### src/cpuPkg.sv
package cpuPkg;

	typedef logic [31:0] dataT;
	typedef logic [4:0] regAddrT;

	typedef enum logic [3:0] {
		aluAdd,
		aluSub,
		aluAnd,
		aluOr,
		aluXor,
		aluSlt,
		aluSll,
		aluLui,
		aluNone
	} aluOpT;

	// Boot vector of the kseg1 ROM
	localparam dataT resetPc = 32'hBFC00000;

	// Primary opcodes
	localparam logic [5:0] opSpecial = 6'h00;
	localparam logic [5:0] opAddiu = 6'h09;
	localparam logic [5:0] opOri = 6'h0D;
	localparam logic [5:0] opLui = 6'h0F;

	// SPECIAL function codes
	localparam logic [5:0] fnSll = 6'h00;
	localparam logic [5:0] fnAddu = 6'h21;
	localparam logic [5:0] fnSubu = 6'h23;
	localparam logic [5:0] fnAnd = 6'h24;
	localparam logic [5:0] fnOr = 6'h25;
	localparam logic [5:0] fnXor = 6'h26;
	localparam logic [5:0] fnSlt = 6'h2A;

	// Byte enables of a full-word register write
	localparam logic [3:0] wenAll = 4'b1111;

endpackage

### src/cpuTop.sv
`timescale 1ns/1ps

module cpuTop import cpuPkg::*; (
	input logic clk,
	input logic reset_i,
	output logic instSramEn_o,
	output dataT instSramAddr_o,
	input dataT instSramRdata_i,
	output dataT debugWbPc_o,
	output logic [3:0] debugWbRfWen_o,
	output regAddrT debugWbRfWnum_o,
	output dataT debugWbRfWdata_o
);

	dataT pcD;
	logic fetchValid;
	regAddrT rsAddr;
	regAddrT rtAddr;
	dataT rsData;
	dataT rtData;
	logic exValid;
	aluOpT exAluOp;
	dataT exOperandA;
	dataT exOperandB;
	logic [4:0] exShamt;
	regAddrT exDest;
	logic exRegWrite;
	dataT exPc;
	dataT aluResult;
	dataT wbData;
	regAddrT wbDest;
	logic wbRegWrite;

	fetchUnit fetch (
		.clk(clk),
		.reset_i(reset_i),
		.instSramEn_o(instSramEn_o),
		.instSramAddr_o(instSramAddr_o),
		.pcD_o(pcD),
		.fetchValid_o(fetchValid)
	);

	decodeUnit decode (
		.clk(clk),
		.reset_i(reset_i),
		.instr_i(instSramRdata_i),
		.pcD_i(pcD),
		.fetchValid_i(fetchValid),
		.aluResult_i(aluResult),
		.exDest_i(exDest),
		.exRegWrite_i(exRegWrite),
		.wbData_i(wbData),
		.wbDest_i(wbDest),
		.wbRegWrite_i(wbRegWrite),
		.rsAddr_o(rsAddr),
		.rtAddr_o(rtAddr),
		.rsData_i(rsData),
		.rtData_i(rtData),
		.exValid_o(exValid),
		.exAluOp_o(exAluOp),
		.exOperandA_o(exOperandA),
		.exOperandB_o(exOperandB),
		.exShamt_o(exShamt),
		.exDest_o(exDest),
		.exRegWrite_o(exRegWrite),
		.exPc_o(exPc)
	);

	regFile regs (
		.clk(clk),
		.reset_i(reset_i),
		.rsAddr_i(rsAddr),
		.rtAddr_i(rtAddr),
		.rsData_o(rsData),
		.rtData_o(rtData),
		.writeEnable_i(wbRegWrite),
		.writeAddr_i(wbDest),
		.writeData_i(wbData)
	);

	executeUnit execute (
		.clk(clk),
		.reset_i(reset_i),
		.exValid_i(exValid),
		.exAluOp_i(exAluOp),
		.exOperandA_i(exOperandA),
		.exOperandB_i(exOperandB),
		.exShamt_i(exShamt),
		.exDest_i(exDest),
		.exRegWrite_i(exRegWrite),
		.exPc_i(exPc),
		.aluResult_o(aluResult),
		.wbData_o(wbData),
		.wbDest_o(wbDest),
		.wbRegWrite_o(wbRegWrite),
		.debugWbPc_o(debugWbPc_o),
		.debugWbRfWen_o(debugWbRfWen_o),
		.debugWbRfWnum_o(debugWbRfWnum_o),
		.debugWbRfWdata_o(debugWbRfWdata_o)
	);

endmodule

### src/decodeUnit.sv
`timescale 1ns/1ps

module decodeUnit import cpuPkg::*; (
	input logic clk,
	input logic reset_i,
	input dataT instr_i,
	input dataT pcD_i,
	input logic fetchValid_i,
	input dataT aluResult_i,
	input regAddrT exDest_i,
	input logic exRegWrite_i,
	input dataT wbData_i,
	input regAddrT wbDest_i,
	input logic wbRegWrite_i,
	output regAddrT rsAddr_o,
	output regAddrT rtAddr_o,
	input dataT rsData_i,
	input dataT rtData_i,
	output logic exValid_o,
	output aluOpT exAluOp_o,
	output dataT exOperandA_o,
	output dataT exOperandB_o,
	output logic [4:0] exShamt_o,
	output regAddrT exDest_o,
	output logic exRegWrite_o,
	output dataT exPc_o
);

	logic [5:0] opcode;
	logic [5:0] funct;
	logic [15:0] imm;
	regAddrT rs;
	regAddrT rt;
	regAddrT rd;
	regAddrT dest;
	aluOpT aluOp;
	logic known;
	logic useImm;
	logic destRd;
	logic zeroExt;
	dataT immExt;
	dataT srcA;
	dataT srcB;

	assign opcode = instr_i[31:26];
	assign rs = instr_i[25:21];
	assign rt = instr_i[20:16];
	assign rd = instr_i[15:11];
	assign funct = instr_i[5:0];
	assign imm = instr_i[15:0];

	always_comb begin
		aluOp = aluNone;
		known = 1'b0;
		useImm = 1'b0;
		destRd = 1'b0;
		zeroExt = 1'b0;
		case (opcode)
			opSpecial: begin
				destRd = 1'b1;
				known = 1'b1;
				case (funct)
					fnAddu: aluOp = aluAdd;
					fnSubu: aluOp = aluSub;
					fnAnd: aluOp = aluAnd;
					fnOr: aluOp = aluOr;
					fnXor: aluOp = aluXor;
					fnSlt: aluOp = aluSlt;
					fnSll: aluOp = aluSll;
					default: known = 1'b0;
				endcase
			end
			opAddiu: begin
				aluOp = aluAdd;
				known = 1'b1;
				useImm = 1'b1;
			end
			opOri: begin
				aluOp = aluOr;
				known = 1'b1;
				useImm = 1'b1;
				zeroExt = 1'b1;
			end
			opLui: begin
				// Execute moves the low half up
				aluOp = aluLui;
				known = 1'b1;
				useImm = 1'b1;
				zeroExt = 1'b1;
			end
			default: ;
		endcase
	end

	assign dest = destRd ? rd : rt;
	assign immExt = zeroExt ? {16'h0000, imm} : {{16{imm[15]}}, imm};

	// Youngest producer wins; $0 is never forwarded
	always_comb begin
		if (rs != 5'd0 && exRegWrite_i && exDest_i == rs) begin
			srcA = aluResult_i;
		end else if (rs != 5'd0 && wbRegWrite_i && wbDest_i == rs) begin
			srcA = wbData_i;
		end else begin
			srcA = rsData_i;
		end
		if (rt != 5'd0 && exRegWrite_i && exDest_i == rt) begin
			srcB = aluResult_i;
		end else if (rt != 5'd0 && wbRegWrite_i && wbDest_i == rt) begin
			srcB = wbData_i;
		end else begin
			srcB = rtData_i;
		end
	end

	assign rsAddr_o = rs;
	assign rtAddr_o = rt;

	always_ff @(posedge clk) begin
		if (reset_i) begin
			exValid_o <= 1'b0;
			exRegWrite_o <= 1'b0;
			exAluOp_o <= aluNone;
		end else begin
			exValid_o <= fetchValid_i;
			exRegWrite_o <= fetchValid_i && known && dest != 5'd0;
			exAluOp_o <= known ? aluOp : aluNone;
		end
	end

	always_ff @(posedge clk) begin
		exOperandA_o <= srcA;
		exOperandB_o <= useImm ? immExt : srcB;
		exShamt_o <= instr_i[10:6];
		exDest_o <= dest;
		exPc_o <= pcD_i;
	end

endmodule

### src/executeUnit.sv
`timescale 1ns/1ps

module executeUnit import cpuPkg::*; (
	input logic clk,
	input logic reset_i,
	input logic exValid_i,
	input aluOpT exAluOp_i,
	input dataT exOperandA_i,
	input dataT exOperandB_i,
	input logic [4:0] exShamt_i,
	input regAddrT exDest_i,
	input logic exRegWrite_i,
	input dataT exPc_i,
	output dataT aluResult_o,
	output dataT wbData_o,
	output regAddrT wbDest_o,
	output logic wbRegWrite_o,
	output dataT debugWbPc_o,
	output logic [3:0] debugWbRfWen_o,
	output regAddrT debugWbRfWnum_o,
	output dataT debugWbRfWdata_o
);

	dataT wbPc;

	always_comb begin
		case (exAluOp_i)
			aluAdd: aluResult_o = exOperandA_i + exOperandB_i;
			aluSub: aluResult_o = exOperandA_i - exOperandB_i;
			aluAnd: aluResult_o = exOperandA_i & exOperandB_i;
			aluOr: aluResult_o = exOperandA_i | exOperandB_i;
			aluXor: aluResult_o = exOperandA_i ^ exOperandB_i;
			aluSlt: aluResult_o = {31'b0, $signed(exOperandA_i) < $signed(exOperandB_i)};
			aluSll: aluResult_o = exOperandB_i << exShamt_i;
			aluLui: aluResult_o = {exOperandB_i[15:0], 16'h0000};
			default: aluResult_o = '0;
		endcase
	end

	always_ff @(posedge clk) begin
		if (reset_i) begin
			wbRegWrite_o <= 1'b0;
		end else begin
			wbRegWrite_o <= exValid_i && exRegWrite_i;
		end
	end

	always_ff @(posedge clk) begin
		wbData_o <= aluResult_o;
		wbDest_o <= exDest_i;
		wbPc <= exPc_i;
	end

	// Trace port of the retiring instruction
	assign debugWbPc_o = wbPc;
	assign debugWbRfWen_o = wbRegWrite_o ? wenAll : 4'b0000;
	assign debugWbRfWnum_o = wbDest_o;
	assign debugWbRfWdata_o = wbData_o;

	// Decode only requests a write for a valid instruction
	writeNeedsValid: assert property (@(posedge clk) disable iff (reset_i)
		exRegWrite_i |-> exValid_i)
		else $error("register write requested by an invalid instruction in execute");

endmodule

### src/fetchUnit.sv
`timescale 1ns/1ps

module fetchUnit import cpuPkg::*; (
	input logic clk,
	input logic reset_i,
	output logic instSramEn_o,
	output dataT instSramAddr_o,
	output dataT pcD_o,
	output logic fetchValid_o
);

	dataT pc;
	logic fetchEn;

	// Enable comes up one cycle after reset is released
	always_ff @(posedge clk) begin
		if (reset_i) begin
			fetchEn <= 1'b0;
			pc <= resetPc;
			fetchValid_o <= 1'b0;
		end else begin
			fetchEn <= 1'b1;
			fetchValid_o <= fetchEn;
			if (fetchEn) begin
				pc <= pc + 32'd4;
			end
		end
	end

	// Address of the word the SRAM returns this cycle
	always_ff @(posedge clk) begin
		pcD_o <= pc;
	end

	assign instSramEn_o = fetchEn;
	assign instSramAddr_o = pc;

endmodule

### src/regFile.sv
`timescale 1ns/1ps

module regFile import cpuPkg::*; (
	input logic clk,
	input logic reset_i,
	input regAddrT rsAddr_i,
	input regAddrT rtAddr_i,
	output dataT rsData_o,
	output dataT rtData_o,
	input logic writeEnable_i,
	input regAddrT writeAddr_i,
	input dataT writeData_i
);

	// No storage behind $0
	dataT regs [1:31];

	always_ff @(posedge clk) begin
		if (reset_i) begin
			for (int i = 1; i < 32; i++) begin
				regs[i[4:0]] <= '0;
			end
		end else if (writeEnable_i && writeAddr_i != 5'd0) begin
			regs[writeAddr_i] <= writeData_i;
		end
	end

	assign rsData_o = (rsAddr_i == 5'd0) ? '0 : regs[rsAddr_i];
	assign rtData_o = (rtAddr_i == 5'd0) ? '0 : regs[rtAddr_i];

	// Decode drops writes to $0 before they reach writeback
	noZeroWrite: assert property (@(posedge clk) disable iff (reset_i)
		writeEnable_i |-> writeAddr_i != 5'd0)
		else $error("register file write to $0");

endmodule

### config.mk
export PLATFORM = sky130hd
export DESIGN_NAME = cpuTop
export DESIGN_NICKNAME = d
export VERILOG_FILES = /design/src/cpuPkg.sv /design/src/cpuTop.sv /design/src/decodeUnit.sv /design/src/executeUnit.sv /design/src/fetchUnit.sv /design/src/regFile.sv
export SDC_FILE = /design/constraint.sdc
export NUM_CORES = 2
export LEC_CHECK = 0
export BUFFER_PORTS_ARGS = -buffer_cell sky130_fd_sc_hd__buf_2
export CAP_MARGIN = 20
export CORE_ASPECT_RATIO = 1.2
export CORE_MARGIN = 5
export CORE_UTILIZATION = 60
export DETAILED_ROUTE_END_ITERATION = 7
export PLACE_DENSITY = 0.85
export SLEW_MARGIN = 30
export SYNTH_ARGS = -nofsm -noshare
export SYNTH_HDL_FRONTEND = slang
export SYNTH_HIERARCHICAL = 1
export SYNTH_SLANG_ARGS = --single-unit
### constraint.sdc
create_clock -name clk -period 4.49 [get_ports clk]
set_input_delay 0.898 -clock clk [delete_from_list [all_inputs] [get_ports clk]]
set_output_delay 0.898 -clock clk [all_outputs]
set_load 0.02 [all_outputs]
==> impl_metrics.toml <==
[outcome]
outcome = "finished, final reports clean"

[min_path]
hold_start = "instSramRdata_i[9]"
whs_path_depth = 1
hp-class = "input port to flip-flop"
hold_end = "decode/exShamt_o[3]"

[finish]
fin_area_um2 = 77200
syn_to_final_growth_pct = 10.6
fillCellCount = 7852
register_area_um2 = 35700
multi_input_area_um2 = 31400
nets = 5688
drive_gt1_share_pct = 22.1

[placement]
place_ws_ps = 459
postPlaceCellArea_um2 = 72900
io_buffers = 137
dpl.hpwl_um = 155000
gp_congestion = 1.10

[logic_synthesis]
synth.most_common_cell = "edfxtp_1"
synth-seq-area-share_pct = 51.1
synth_top_area_share_pct = 44.1
synth_cells = 5493
syn_area_per_cell_um2 = 12.7
synthTopCellsByArea = "edfxtp_1, mux4_2, and2_1"
yosys-top-cells-count = "edfxtp_1, and2_1, mux2i_1"
netlist_area_um2 = 69800
synth-seq-cells = 1268
synth-async-reset-ratio_pct = 0
synth.largest_area_cell = "edfxtp_1"
synth_edf_count = 1024
synth_warnings = 6
synthFlopType = "edfxtp_1"
ys_types = 108

[setup_path]
reg2reg_from = "decode/exOperandB_o[6]"
required_ps = 5140
cp.buffers_inverters = 2
ff2ff_path_depth = 13
rrSetupSlack_ps = 520
cpMaxStageDelayCell = "dfxtp_1"
worst_setup_path_start_kind = "flip-flop"
critical_path.max_stage_delay_ps = 630
worstPathCellList = "inv_1 > ha_1 > a21oi_1 > o31ai_2 > a2111oi_4 > a211oi_2 > buf_4 > o31ai_1 > nor2_1 > a41oi_1 > xnor2_1 > o21ai_1 > a221o_1"
r2r-end = "decode/exOperandB_o[25]"
worst_ep_arrival_time_ps = 4620
worstSetupPathType = "flip-flop to flip-flop"
path_delay_family = "compound AO/OA/AOI/OAI gates"
crit_fanout = 7
critPathCaptureType = "flip-flop"

[route]
drt_wl_total_um = 232000
viasPerCell = 7.18
post_drt_wl_per_cell_um = 32.4
ant_nets = 0
vias = 51600
drc = 0
first_pass_iters = 8
drt_iter0_markers = 7311

[timing]
finalCriticalPeriod_ps = 3970
setup_viol = 0
fin_crit_sh_pct = 88.5
finalHoldViolCount = 0
fmax_mhz = 252
skew_ps = 56.7
finalSetupTns_ps = 0
worst_pin_slew_ps = 1100
maxSlewHeadroom_pct = 26.7
fin_ws_ps = 518
drv_slew = 0
rsz0062_at_grt = "no"

[global_routing]
grt_util_met1_pct = 43.3
busiest_layer = "met2"
overflow = 0
grt_max_degree = 67
grt_pass1_wl_um = 339000
met3_usage_pct = 10.3
use_met2_pct = 59.9
grt_pass1_vias = 52000
grt.total_usage_pct = 37.0
antenna_found_initial = 10

[floorplanning]
core_region_area_um2 = 116000
die_width_um = 321
die_h_um = 384
start_util_pct = 60.2
pin_count = 140
rows = 137
die_area_um2 = 123000

[power_and_ir_drop]
ir_worst_vdd_mv = 0.341
p_leak_nw = 29.2
power.total_mw = 28.9
power.density_nw_per_um2 = 375

[clocking]
htree_levels = 3
cts_root_buf = "clkbuf_16"
cts.repair_timing.setup_buffer_count = 0
path_clk_slew_ps = 70
clk_latency_ps = 770
cts_buffers = 120
cts.repair.resized = 0
clock_sinks = 1268
cts_tree = "yes"
cts_max_path_buffers = 3
cts_hold_buf = 0

[flow_run]
cap_violations = 0
==> flip-flops by register name (all words and copies together), names as in the netlist, 5 cells and up <==
register                  flops
decode/exOperandA_o          32
execute/debugWbRfWnum_o       5
fetch/instSramAddr_o         30
decode/exDest_o               5
decode/exOperandB_o          32
fetch/pcD_o                  30
execute/debugWbPc_o          32
regs/regs                  1024
decode/exPc_o                32
decode/exShamt_o              5
execute/debugWbRfWdata_o     32
==> worst reg2reg max path, delay by kind of cell, from the launching register on <==
kind | cells | cell delay [ps]
buffers and inverters | 2 | 340
AO/OA/AOI/OAI | 8 | 2160
flip-flops | 1 | 630
adder cells (fa/ha/maj) | 1 | 420
XOR/XNOR | 1 | 200
AND/OR/NAND/NOR | 1 | 100
==> power breakdown <==
| group | switching [mW] | internal (mW) | leakage [nW] |
|---|---|---|---|
| clock network | 4.60 | 6.19 | 2.09 |
| registers | 0.356 | 13.1 | 12.6 |
| logic | 2.89 | 1.80 | 14.5 |
==> how the worst max path moves through the flow <==
| stage | depth (start not counted) | from | endpoint |
|---|---|---|---|
| final | 13 | decode/exOperandB_o[6] | decode/exOperandB_o[25] |
| after global routing | 13 | decode/exOperandB_o[6] | decode/exOperandB_o[25] |
| after CTS | 13 | decode/exOperandB_o[6] | decode/exOperandB_o[25] |
| after detailed placement | 9 | instSramRdata_i[16] | decode/exOperandB_o[10] |
| after global placement | 8 | instSramRdata_i[18] | decode/exOperandB_o[5] |
| after floorplan | 10 | instSramRdata_i[18] | decode/exOperandB_o[23] |
==> layout by cell type (no fill, tap or decap), drive strengths merged, types with 46 or more instances in the layout <==
cell and count:
edfxtp 1024, and2 1001, buf 463, mux2i 406
mux4 376, dfxtp 244, nor2 190, clkbuf 171
a21oi 166, o21ai 163, nand2 131, inv 119
a22oi 111, ha 105, nor2b 77, a211oi 71
a2111oi 64, mux2 61, nor3 59, o22ai 54
a22o 52, nor4 49, a221oi 46
==> logic make-up after synthesis <==
group                    Yosys count  synth area share (%)
AND/OR/NAND/NOR                 1669                  13.9
flip-flops                      1268                  51.1
AO/OA/AOI/OAI                    877                  8.97
multiplexers                     843                  18.9
buffers and inverters            670                  4.47
adder cells (fa/ha/maj)          107                  1.94
XOR/XNOR                          57                 0.715
other                              2                0.0108
==> final cells by class <==
class	instances	share of cell area (%)
Antenna cell	3	0.00973
Clock buffer	171	4.67
Clock inverter	55	0.845
Inverter	105	0.511
Multi-Input combinational cell	3589	40.7
Sequential cell	1268	46.2
Tap cell	1529	2.48
Timing Repair Buffer	463	4.63
==> metrics by stage <==
step | util [%] | std cells | hold WS [ps]
after floorplan | - | 5527 | 310
after global placement | 62.9 | 6953 | 311
after detailed placement | 62.9 | 6954 | 312
after CTS | 66.6 | 7180 | 251
after global routing | 66.6 | 7180 | 275
final | 66.6 | 7183 | 283
==> routing by layer <==
layer	share of wire, %	routed length, um
met1	31	72500
met2	47	108000
met3	14	31900
met4	8.4	19500
met5	0.043	100
No activity file was read; power rests on OpenSTA's default activity.
